$ cat config.mk
export PLATFORM = sky130hd
export DESIGN_NAME = panel_shifter
export DESIGN_NICKNAME = d
export VERILOG_FILES = /design/src/design/panel_pkg.sv /design/src/design/panel_shifter.sv
export SDC_FILE = /design/constraint.sdc
export NUM_CORES = 1
export LEC_CHECK = 0
export BUFFER_PORTS_ARGS = -buffer_cell sky130_fd_sc_hd__clkbuf_2
export CORE_UTILIZATION = 36
export CTS_BUF_LIST = sky130_fd_sc_hd__clkbuf_16
export DETAILED_ROUTE_END_ITERATION = 7
export PLACE_DENSITY = 0.75
export SYNTH_ARGS = -nofsm -noshare
export SYNTH_HDL_FRONTEND = slang
export SYNTH_SLANG_ARGS = --single-unit
$ cat constraint.sdc
create_clock -name ClockA -period 1.6 [get_ports ClockA]
set_input_delay 0.32 -clock ClockA [delete_from_list [all_inputs] [get_ports ClockA]]
set_output_delay 0.32 -clock ClockA [all_outputs]
set_load 0.1 [all_outputs]
$ cat src/design/panel_pkg.sv
package panel_pkg;

    // panel geometry
    localparam int PANEL_WIDTH = 32;
    localparam int PANEL_HEIGHT = 16;
    localparam int PANEL_HALFHEIGHT = 8;
    localparam int SUBPANELS = 2;
    localparam int BYTES_PER_PIXEL = 3;
    // one ram lane per half and colour
    localparam int LANES = SUBPANELS * BYTES_PER_PIXEL;
    // colour byte width, also the number of bit planes
    localparam int COLOR_BITS = 8;
    // lit cycles of plane 0, doubled per plane
    localparam int ON_BASE = 1;
    // read strobe to read data, address reg plus lane output reg
    localparam int READ_LATENCY = 2;

    // derived widths
    localparam int COL_BITS = $clog2(PANEL_WIDTH);
    localparam int ROW_BITS = $clog2(PANEL_HALFHEIGHT);
    localparam int Y_BITS = $clog2(PANEL_HEIGHT);
    localparam int SUB_BITS = $clog2(SUBPANELS);
    localparam int LANE_BITS = $clog2(LANES);
    localparam int PLANE_BITS = $clog2(COLOR_BITS);
    localparam int ON_BITS = $clog2(ON_BASE) + COLOR_BITS;
    // read pipe plus the pclk high phase of the last column
    localparam int DRAIN_CYCLES = READ_LATENCY + 1;
    localparam int DRAIN_BITS = $clog2(DRAIN_CYCLES);

    // COLOR_NONE is the illegal code, never stored
    typedef enum logic [1:0] {
        COLOR_RED   = 2'd0,
        COLOR_GREEN = 2'd1,
        COLOR_BLUE  = 2'd2,
        COLOR_NONE  = 2'd3
    } color_sel_t;

    typedef enum logic [2:0] {
        ST_IDLE,
        ST_SHIFT,
        ST_DRAIN,
        ST_LATCH,
        ST_SHOW
    } scan_state_t;

    // one location in every lane
    typedef struct packed {
        logic [ROW_BITS-1:0] row;
        logic [COL_BITS-1:0] col;
    } mem_read_addr_t;

    // lane index is subpanel * BYTES_PER_PIXEL + color
    typedef struct packed {
        logic [SUB_BITS-1:0] subpanel;
        mem_read_addr_t      addr;
        color_sel_t          color;
    } mem_write_addr_t;

    // lane 0 sits in the low byte
    typedef logic [LANES-1:0][COLOR_BITS-1:0] mem_read_data_t;

    // host write request
    typedef struct packed {
        logic [COL_BITS-1:0]   x;
        logic [Y_BITS-1:0]     y;
        color_sel_t            color;
        logic [COLOR_BITS-1:0] value;
    } pixel_write_t;

    typedef struct packed {
        logic                r0;
        logic                g0;
        logic                b0;
        logic                r1;
        logic                g1;
        logic                b1;
        logic                pclk;
        logic                lat;
        logic                oe_n;
        logic [ROW_BITS-1:0] row;
    } panel_pins_t;

endpackage

$ cat src/design/panel_shifter.sv
module panel_shifter (
    input  logic                             ClockA,
    input  logic                             rst_n,
    input  logic                             rd_en,
    input  logic [panel_pkg::PLANE_BITS-1:0] plane,
    input  panel_pkg::mem_read_data_t        rd_data,
    input  logic                             latch,
    input  logic                             show,
    input  logic [panel_pkg::ROW_BITS-1:0]   row,
    output panel_pkg::panel_pins_t           pins
);

    localparam int LAST = panel_pkg::READ_LATENCY - 1;

    // read strobe and its plane, lined up with rd_data
    logic [panel_pkg::READ_LATENCY-1:0]                           vld_d;
    logic [panel_pkg::READ_LATENCY-1:0][panel_pkg::PLANE_BITS-1:0] plane_d;
    // high during the low pclk phase
    logic strobe_q;
    logic [panel_pkg::LANES-1:0] bits_q;
    logic pclk_q;
    logic lat_q;
    logic oe_n_q;
    logic [panel_pkg::ROW_BITS-1:0] row_q;

    always_ff @(posedge ClockA) begin
        if (!rst_n) begin
            vld_d    <= '0;
            strobe_q <= 1'b0;
            pclk_q   <= 1'b0;
            lat_q    <= 1'b0;
            oe_n_q   <= 1'b1;
            row_q    <= '0;
        end else begin
            vld_d[0] <= rd_en;
            for (int i = 1; i < panel_pkg::READ_LATENCY; i++) begin
                vld_d[i] <= vld_d[i-1];
            end
            strobe_q <= vld_d[LAST];
            // rises one cycle after the colour bits settle
            pclk_q   <= strobe_q;
            lat_q    <= latch;
            oe_n_q   <= !show;
            // row address moves only on a latch
            if (latch) begin
                row_q <= row;
            end
        end
    end

    always_ff @(posedge ClockA) begin
        plane_d[0] <= plane;
        for (int i = 1; i < panel_pkg::READ_LATENCY; i++) begin
            plane_d[i] <= plane_d[i-1];
        end
        // pick the current bit plane from every lane
        if (vld_d[LAST]) begin
            for (int l = 0; l < panel_pkg::LANES; l++) begin
                bits_q[l] <= rd_data[l][plane_d[LAST]];
            end
        end
    end

    // lanes 0..2 upper half rgb, lanes 3..5 lower half rgb
    assign pins.r0   = bits_q[0];
    assign pins.g0   = bits_q[1];
    assign pins.b0   = bits_q[2];
    assign pins.r1   = bits_q[3];
    assign pins.g1   = bits_q[4];
    assign pins.b1   = bits_q[5];
    assign pins.pclk = pclk_q;
    assign pins.lat  = lat_q;
    assign pins.oe_n = oe_n_q;
    assign pins.row  = row_q;

endmodule

# Word level (Yosys, flattened, before mapping)
# Index checks and enable logic that the tools add are counted.
# classes
n_reduce_logical	1
muxes	12
magnitude_cmp	1
# ops
operator	count
1-bit binary-select mux with 3-bit select	6
1-bit 2-to-1 mux	6
3-bit by 4-bit < comparator with 1-bit output (second input constant)	1
1-bit logical NOT	1
# totals
out_inout_bits	12
register_bits	21

# Longest topological paths before layout
# Gate-level depths: netlist of the first run.
# depth
ltp_word	2
ltp_mapped	3
ltp_nobuf	2

# Worst setup path before layout of the first run
# OpenSTA, ideal clock, no wires.
# synth_timing
path_type	reg-to-reg
start	register plane_d[3] in the netlist's numbering
end	register bits_q[0] in the netlist's numbering (data pin)
synth_period_minus_slack_ps	1566
path_stages_with_launch	4
arrival_time_ps	1306
path_slack_ps	34
setup_time_ps	260
n_path_buf	1
cell_sequence	dfxtp_1 buf_6 mux4_1 mux2_2
# synth_via
elab_chain_len	2
# synth_rtl
item	line_no	text
from (decl)	panel_shifter.sv:17	logic [panel_pkg::READ_LATENCY-1:0][panel_pkg::PLANE_BITS-1:0] plane_d;
from (signal, indexed assignment)	panel_shifter.sv:54	plane_d[i] <= plane_d[i-1];
1-bit binary-select mux with 3-bit select	panel_shifter.sv:59	bits_q[l] <= rd_data[l][plane_d[LAST]];
1-bit 2-to-1 mux (implied by the code)	panel_shifter.sv:59	
to (signal, indexed assignment)	panel_shifter.sv:59	
to (decl)	panel_shifter.sv:20	logic [panel_pkg::LANES-1:0] bits_q;
# No other way between the ends. The select of a mux whose other input is x is not followed.
# A chain may end at the register's enable or synchronous reset.

# Worst setup path after layout of the first run
# layout_timing
start	register plane_d[3] in the netlist's numbering
end	register bits_q[1] in the netlist's numbering (data pin)
# The elaborated chain is that of the path after synthesis.

==> flow_metrics.tcl, run 1 <==
set metrics [dict create \
    netlist_area_um2 988.4 \
    finalMaxSlewViolations 0 \
    clock_buffers_created_by_tritoncts 3 \
    h-tree-depth 1 \
    areaGrowthSynthToFinish_pct 45.70 \
    cp_data_arrival_time_ns 1.56 \
    register_area_share_after_synthesis_pct 48.61 \
    cp_slowest_stage_delay_ns 0.54 \
    synth_top_area_share_pct 31.90 \
    max_freq_mhz 639.9 \
    worst-slew-pin-transition_ns 0.5485 \
    cts.path.max_buffers 2 \
    cap_violations 0 \
    routedWlPerCell_um 14.69 \
    number_of_clock_sinks_seen_by_cts 21 \
    critPathTopFamily "multiplexers" \
    cts-hold-fix-buffers 0 \
    numPortBuffers 70 \
    timing.critical_path.slowest_stage_cell "sky130_fd_sc_hd__mux4_1" \
    finalWirelength_mm 2.306 \
    layout_setup_ws_ns 0.03721 \
    pwr_density_nw_per_um2 963.2 \
    timing.hold.worst_path_depth 1 \
    grt_start_max_net_pins 13 \
    design.core.area_um2 2545 \
    synthesis.area_per_instance_um2 17.34 \
    total_leakage_power_uw 0.0007118 \
    cell_variety_after_synth 12 \
    finalHoldViolations 0 \
    initial_utilization_pct 38.84 \
    clkLatencyLatePin_ns 0.25 \
    critical_path_depth 3 \
    fp.dieW_um 54.40 \
    report.power.total_uw 1387 \
    grt-ovfl-total 0 \
    drive_gt1_share_pct 66.14 \
    via_per_inst 4.962 \
    timing.critical_path.buf_inv 1 \
    worstRegToRegCells 3 \
    hold_class "in2reg" \
    fin_worst_skew_ns 0.0007770 \
    top_level_port_count 71 \
    timing.critical_path.required_ns 1.60 \
    num_rows 18 \
    rsz0062_at_grt "yes" \
    cp-start-kind "register" \
    ys.warnings.count 0 \
    layout.filler_cells 227 \
    chipHeight_um 54.40 \
    slew_headroom_pct 63.59 \
    number_of_cells_produced_by_synthesis 57 \
    die_footprint_um2 2959 \
    area.sequential_um2 481.7 \
    syn_nets 116 \
    antenna_found_initial 0 \
    timing.critical_path.to_type "register" \
    tritoncts "yes" \
    fin_area_um2 1440 \
    total_setup_violations_reported_at_the_end_of_the_flow 0 \
    grt_pass1_vias 770 \
    grt_first_pass_wirelength_mm 3.305 \
    clock_root_buffer_master "sky130_fd_sc_hd__clkbuf_16" \
    postRouteAntennaNets 0 \
    drt_pass1_iterations 3 \
    synth.area.top_cells "sky130_fd_sc_hd__mux4_1 32%, sky130_fd_sc_hd__dfxtp_1 30%, sky130_fd_sc_hd__edfxtp_1 18%" \
    place.gp.congestion 0.7143 \
    finalWorstPathRequiredPeriod_ns 1.563 \
    detailedPlace.worstSlack_ns -0.01926 \
    worstSetupPathType "reg2reg" \
    vdd.ir_drop.worst_mv 0.5684 \
    drt_drc_violations_left 0 \
    timing.final.crit_share_pct 97.67 \
    first_iter_violations 13 \
    path_cells "buf_12, mux4_1, mux2_2" \
    design.final.nets 187 \
    critical_path.max_fanout 10 \
    clk_transition_reported_paths_ns 0.06 \
    route.vias.total 779 \
    outcome "complete, no violations" \
    synth_largest_area_cell "sky130_fd_sc_hd__mux4_1" \
    post-cts-setup-buffers 0 \
    post_dp_cell_area_um2 1363 \
    multiInputGateArea_um2 462.9 \
    grt_use_total_pct 17.06 \
    yosys_register_bits 21 \
    totalNegativeSetupSlack_ns 0 \
    antenna_cells_inserted 0 \
]
==> worst reg2reg max path, cell delays in order, from the launching register on <==
cell	delay [ns]
sky130_fd_sc_hd__dfxtp_2	0.35
sky130_fd_sc_hd__buf_12	0.14
sky130_fd_sc_hd__mux4_1	0.55
sky130_fd_sc_hd__mux2_2	0.28
==> cell type report <==
cell class / instances / area share, %
Sequential cell: 21 / 33.45
Multi-Input combinational cell: 30 / 32.15
Timing Repair Buffer: 72 / 26.24
Clock buffer: 3 / 5.213
Tap cell: 30 / 2.606
Clock inverter: 1 / 0.3475
==> what timing repair did <==
| item | CTS | global route |
|---|---|---|
| resized for setup | 1 | 1 |
| pin swaps | 0 | 0 |
| setup endpoints to repair | 3 | 1 |
==> cells in the final DEF (no fill, tap or decap), drive strengths merged <==
| master | count |
|---|---|
| mux2i | 3 |
| and2 | 5 |
| edfxtp | 6 |
| mux4 | 12 |
| mux2 | 6 |
| nor2b | 3 |
| clkbuf | 73 |
| clkinv | 1 |
| buf | 2 |
| dfxtp | 15 |
| nand2 | 1 |
==> power by group <==
group          internal [uW]  switching [uW]
sequential               577            18.0
clock                    335             183
combinational            131             144
total                   1040             345
==> routing by layer <==
metal,GRT usage [%],vias up,part of all wire [%]
met5,0,-,0
met4,12.39,0,2.7
met3,5.000,8,6.4
met2,31.71,36,57
met1,15.37,365,34
li1,-,370,-
==> stage by stage <==
step | instances | utilization [%] | hold WS (ns)
floorplan | 57 | - | 0.3096
global placement | 153 | 53.54 | 0.3105
detailed placement | 153 | 53.54 | 0.3150
CTS | 157 | 56.74 | 0.1643
global route | 157 | 56.59 | 0.1617
finish | 157 | 56.59 | 0.1682
==> path summary, 6_finish.rpt <==
path	startpoint	to	slack, ns
min reg2reg	plane_d[1]$_DFF_P_	plane_d[4]$_DFF_P_	0.33
max	plane_d[3]$_DFF_P_	bits_q[1]$_DFFE_PP_	0.04
min	plane[0]	plane_d[0]$_DFF_P_	0.17
max reg2reg	plane_d[3]$_DFF_P_	bits_q[1]$_DFFE_PP_	0.04
==> cell families (layout without fill, tap and decap cells) <==
kind of cell | Yosys count | after routing | synth area share (%)
mux | 21 | 21 | 41.77
simple gates | 9 | 9 | 5.443
flops | 21 | 21 | 48.61
buf+inv | 6 | 76 | 4.176
==> synth_stat cells <==
cell and n:
sky130_fd_sc_hd__nor2b_1 3, sky130_fd_sc_hd__edfxtp_1 6, sky130_fd_sc_hd__clkbuf_1 1, sky130_fd_sc_hd__buf_4 3, sky130_fd_sc_hd__buf_6 1, sky130_fd_sc_hd__mux4_1 12
sky130_fd_sc_hd__nand2_1 1, sky130_fd_sc_hd__mux2i_1 3, sky130_fd_sc_hd__mux2_2 6, sky130_fd_sc_hd__dfxtp_1 15, sky130_fd_sc_hd__and2_1 5, sky130_fd_sc_hd__buf_1 1
==> sequential cells by signal (all words and copies together) (netlist names) <==
name      cells
strobe_q      1
oe_n_q        1
lat_q         1
bits_q        6
pclk_q        1
vld_d         2
row_q         3
plane_d       6
Note: power is estimated with default switching activity, not from simulation.
==> run 2, diff against run 1 <==
BUFFER_PORTS_ARGS = unset   (was -buffer_cell sky130_fd_sc_hd__clkbuf_2)
CORE_UTILIZATION = 54   (was 36)
DONT_BUFFER_PORTS = 1   (was unset)
PLACE_DENSITY = 0.72   (was 0.75)
==> run 2 against run 1 <==
  * Hold slack worse by 0.075 ns
  * Global-route usage hardly changed
  * Clock power hardly changed
  * Utilization is 12 points higher
  * Die area is 32% lower
  * First-iteration DRC count is 85% higher
  * Total power is 4.6% lower
  * Critical endpoint is now bits_q[3]$_DFFE_PP_
  * Critical path type unchanged
  * Maximum frequency is 0.40% higher
  * Worst setup slack better by 0.0063 ns
  * Flip-flop and latch count stayed put
  * Clock-buffer cell count stayed put
==> flow_metrics.tcl, run 2 (same netlist as run 1, synthesis figures left out) <==
set metrics [dict create \
    outcome "complete, no violations" \
    layout.filler_cells 123 \
    finalWirelength_mm 1.765 \
    total_leakage_power_uw 0.0004866 \
    place.gp.congestion 0.6224 \
    internal_power_uw 1003 \
    report.power.total_uw 1323 \
    slew_headroom_pct 80.50 \
    antenna_found_initial 0 \
    design.core.area_um2 1727 \
    top_level_port_count 71 \
    timing.critical_path.required_ns 1.60 \
    worstSetupPathType "reg2reg" \
    post-cts-setup-buffers 0 \
    clock_buffers_created_by_tritoncts 3 \
    cts.path.max_buffers 2 \
    num_rows 15 \
    hold_class "in2reg" \
    via_per_inst 5.823 \
    vdd.ir_drop.worst_mv 0.9183 \
    h-tree-depth 1 \
    path_cells "buf_6, mux4_1, mux2_2" \
    drt_drc_violations_left 0 \
    portion_of_total_power_attributed_to_sequential_cells_pct 44.4 \
    post_cts_resized 0 \
    cp_slowest_stage_delay_ns 0.54 \
    die_footprint_um2 2006 \
    clkLatencyLatePin_ns 0.25 \
    dpl.hpwl_mm 1.436 \
    grt_first_pass_wirelength_mm 2.401 \
    maxUsedRoutingLayer "met4" \
    number_of_clock_sinks_seen_by_cts 21 \
    comb_power_share_pct 16.7 \
    worst-slew-pin-transition_ns 0.2926 \
    met3_wirelength_um 137 \
    clock_root_buffer_master "sky130_fd_sc_hd__clkbuf_16" \
    cap_violations 0 \
    route.vias.total 559 \
    totalNegativeSetupSlack_ns 0 \
    finalWorstPathRequiredPeriod_ns 1.557 \
    fp.dieW_um 44.79 \
    timing.critical_path.slowest_stage_cell "sky130_fd_sc_hd__mux4_1" \
    finish.utilization_pct 68.55 \
    design.final.nets 131 \
    wirelength_met1_um 694 \
    finalMaxSlewViolations 0 \
    netSwitchingFraction_pct 24.21 \
    max_freq_mhz 642.5 \
    postRouteAntennaNets 0 \
    wl_met2_um 921 \
    finalHoldViolations 0 \
    routedWlPerCell_um 18.39 \
    clk_transition_reported_paths_ns 0.06 \
    grt-ovfl-total 0 \
    total_setup_violations_reported_at_the_end_of_the_flow 0 \
    drive_gt1_share_pct 39.44 \
    tritoncts "yes" \
    layout_common_cells "14 x sky130_fd_sc_hd__dfxtp_1, 14 x sky130_fd_sc_hd__buf_4, 11 x sky130_fd_sc_hd__mux4_1" \
    critical_path.max_fanout 8 \
    holdWs_ns 0.09358 \
    grt_start_max_net_pins 13 \
    initial_utilization_pct 57.25 \
    cp-start-kind "register" \
    numPortBuffers 0 \
    pwr_density_nw_per_um2 1118 \
    first_iter_violations 24 \
    timing.final.crit_share_pct 97.28 \
    areaGrowthSynthToFinish_pct 19.75 \
    share_clk_of_total_power_pct 38.9 \
    reg_top3 "bits_q (6), plane_d (6), row_q (3)" \
    cp_data_arrival_time_ns 1.55 \
    drt_pass1_iterations 4 \
    chipHeight_um 44.79 \
    antenna_cells_inserted 0 \
    cts-hold-fix-buffers 0 \
    fin_worst_skew_ns 0.001852 \
    timing.critical_path.to_type "register" \
    grt_pass1_vias 488 \
    p_switching_uw 320.4 \
    grt_use_total_pct 17.04 \
]
[run 2: per-layer routing]
metal | track usage, % | vias up
li1 | - | 255
met2 | 28.24 | 31
met1 | 21.86 | 271
met4 | 5.455 | 0
met3 | 4.800 | 2
met5 | 0 | -
[run 2: final timing paths]
path,endpoint,slack [ns],start,cells past startpoint
hold reg to reg,plane_d[4]$_DFF_P_,0.33,plane_d[1]$_DFF_P_,0
setup reg to reg,bits_q[3]$_DFFE_PP_,0.04,plane_d[3]$_DFF_P_,3
hold / removal,plane_d[0]$_DFF_P_,0.09,plane[0],0
setup / recovery,bits_q[3]$_DFFE_PP_,0.04,plane_d[3]$_DFF_P_,3
[run 2: area by class of cell]
class                           instances  area [um2]  area share [%]
Tap cell                               25       31.28           2.643
Multi-Input combinational cell         30       462.9           39.11
Sequential cell                        21       481.7           40.70
Timing Repair Buffer                   16       127.6           10.78
Clock buffer                            3       75.07           6.342
Clock inverter                          1       5.005          0.4228
[run 2: through the flow]
stage | cell area [um2] | setup slack (ns) | cells
after floorplan | 988.4 | 0.03397 | 57
after global placement | 1099 | 0.03838 | 92
after detailed placement | 1099 | 0.02807 | 92
after CTS | 1179 | 0.01875 | 96
after global routing | 1184 | -0.005538 | 96
final | 1184 | 0.04348 | 96
[run 2: critical path: cells and delay by family, from the launching register on]
kind,cells,cell delay [ns]
flops,1,0.35
buf+inv,1,0.14
mux,2,0.82
[run 2: power by group through the flow]
stage | combinational, uW | sequential [uW] | clock, uW
after floorplan | 117 | 669 | 0
final | 220 | 588 | 515
after global routing | 231 | 590 | 547
after global placement | 216 | 597 | 0
after detailed placement | 219 | 599 | 0
after CTS | 219 | 587 | 519
==> run 3, diff against run 2 <==
CORE_MARGIN = 4   (was unset)
==> run 3 against run 2 <==
  * Worst setup slack improved by 0.0025 ns
  * Maximum frequency increased by 0.16%
  * Clock-buffer cell count unchanged
  * Clock skew decreased by 0.0012 ns
  * Clock power decreased by 1%
  * Sequential share of layout area increased by 0.086 points
  * Critical path depth unchanged
  * Largest power group unchanged
==> flow_metrics.tcl, run 3 (same netlist as run 1, synthesis figures left out) <==
set metrics [dict create \
    comb_power_share_pct 16.7 \
    route.vias.total 588 \
    total_setup_violations_reported_at_the_end_of_the_flow 0 \
    number_of_clock_sinks_seen_by_cts 21 \
    critical_path.max_fanout 10 \
    grt_start_max_net_pins 13 \
    top_level_port_count 71 \
    postRouteAntennaNets 0 \
    fp.dieW_um 50.79 \
    share_clk_of_total_power_pct 38.7 \
    min-delay-start "plane[0]" \
    place.gp.congestion 0.6476 \
    layout.filler_cells 122 \
    die_footprint_um2 2579 \
    finalMaxSlewViolations 0 \
    finalHoldViolations 0 \
    fin_worst_skew_ns 0.0006742 \
    areaGrowthSynthToFinish_pct 19.49 \
    totalNegativeSetupSlack_ns 0 \
    num_rows 15 \
    finalWorstPathRequiredPeriod_ns 1.554 \
    numPortBuffers 0 \
    startpoint "plane_d[3]$_DFF_P_" \
    grt_pass1_vias 653 \
    grt-ovfl-total 0 \
    via_per_inst 6.189 \
    drt_drc_violations_left 0 \
    outcome "complete, no violations" \
    dpl.cell_count 91 \
    drive_gt1_share_pct 38.57 \
    worst-slew-pin-transition_ns 0.3267 \
    cp_data_arrival_time_ns 1.55 \
    finalWirelength_mm 1.841 \
    p_switching_uw 315.7 \
    reg_top3 "bits_q (6), plane_d (6), row_q (3)" \
    clock_root_buffer_master "sky130_fd_sc_hd__clkbuf_16" \
    antenna_cells_inserted 0 \
    cap_violations 0 \
    slew_headroom_pct 78.19 \
    cts-hold-fix-buffers 0 \
    portion_of_total_power_attributed_to_sequential_cells_pct 44.6 \
    drt_pass1_iterations 4 \
    design.final.nets 130 \
    holdWs_ns 0.09372 \
    post-cts-setup-buffers 0 \
    layout_common_cells "14 x sky130_fd_sc_hd__dfxtp_1, 14 x sky130_fd_sc_hd__buf_4, 11 x sky130_fd_sc_hd__mux4_1" \
    worstSetupPathType "reg2reg" \
    timing.critical_path.to_type "register" \
    pwr_density_nw_per_um2 1117 \
    vdd.ir_drop.worst_mv 0.8428 \
    routedWlPerCell_um 19.38 \
    cts.path.max_buffers 2 \
    initial_utilization_pct 57.25 \
    chipHeight_um 50.79 \
    timing.final.crit_share_pct 97.13 \
    grt_first_pass_wirelength_mm 2.766 \
    tritoncts "yes" \
    h-tree-depth 1 \
    antenna_found_initial 0 \
    total_leakage_power_uw 0.0004839 \
    hold_class "in2reg" \
    design.core.area_um2 1727 \
    timing.critical_path.required_ns 1.60 \
    clock_buffers_created_by_tritoncts 3 \
    grt_use_total_pct 15.28 \
    clk_transition_reported_paths_ns 0.05 \
    final_cells 95 \
    first_iter_violations 3 \
    clkLatencyLatePin_ns 0.25 \
    netSwitchingFraction_pct 23.93 \
    internal_power_uw 1003 \
    max_freq_mhz 643.5 \
    reg_to_reg_startpoint "plane_d[3]$_DFF_P_" \
    cp-start-kind "register" \
    rsz0062_at_grt "yes" \
]
-- run 3: area by class of cell --
| type | instances | area [um2] | share of cell area (%) |
|---|---|---|---|
| Clock buffer | 3 | 75.07 | 6.356 |
| Clock inverter | 1 | 5.005 | 0.4237 |
| Multi-Input combinational cell | 30 | 462.9 | 39.20 |
| Sequential cell | 21 | 481.7 | 40.78 |
| Tap cell | 25 | 31.28 | 2.648 |
| Timing Repair Buffer | 15 | 125.1 | 10.59 |
-- run 3: power groups by stage --
| stage | clock network, uW | logic (uW) | registers (uW) |
|---|---|---|---|
| after global placement | 0 | 218 | 598 |
| after floorplan | 0 | 117 | 669 |
| after CTS | 522 | 221 | 590 |
| final | 510 | 220 | 589 |
| after detailed placement | 0 | 221 | 601 |
| after global routing | 553 | 230 | 592 |
-- run 3: layer usage --
| metal | share of wire (%) | GRT usage (%) | vias up |
|---|---|---|---|
| met1 | 36 | 15.34 | 289 |
| met5 | 0 | 0 | - |
| met2 | 51 | 25.87 | 40 |
| met4 | 2.1 | 9.417 | 0 |
| met3 | 12 | 6.528 | 4 |
| li1 | - | - | 255 |
-- run 3: worst max-delay path, cell delays in order (launching register included) --
cell and delay [ns]:
sky130_fd_sc_hd__dfxtp_2 0.35, sky130_fd_sc_hd__buf_12 0.14, sky130_fd_sc_hd__mux4_1 0.54, sky130_fd_sc_hd__mux2_2 0.27
-- run 3: path summary, 6_finish.rpt --
check                             end  slack, ns  depth (start not counted)
hold reg to reg    plane_d[4]$_DFF_P_       0.33                          0
hold / removal     plane_d[0]$_DFF_P_       0.09                          0
setup reg to reg  bits_q[5]$_DFFE_PP_       0.05                          3
setup / recovery  bits_q[5]$_DFFE_PP_       0.05                          3
-- run 3: what timing repair did --
action                     CTS  global route
pin swaps                    0             0
setup endpoints to repair    4             1
resized for setup            1             1
-- run 3: stage by stage --
step | setup WS (ns) | cell area, um2 | total power [uW] | utilization [%]
after floorplan | 0.03397 | 988.4 | 786.0 | -
after global placement | 0.01811 | 1104 | 816.5 | 63.91
after detailed placement | -0.005313 | 1104 | 821.7 | 63.91
after CTS | 0.03716 | 1185 | 1333 | 68.62
after global routing | -0.001877 | 1181 | 1375 | 68.41
final | 0.04595 | 1181 | 1319 | 68.41
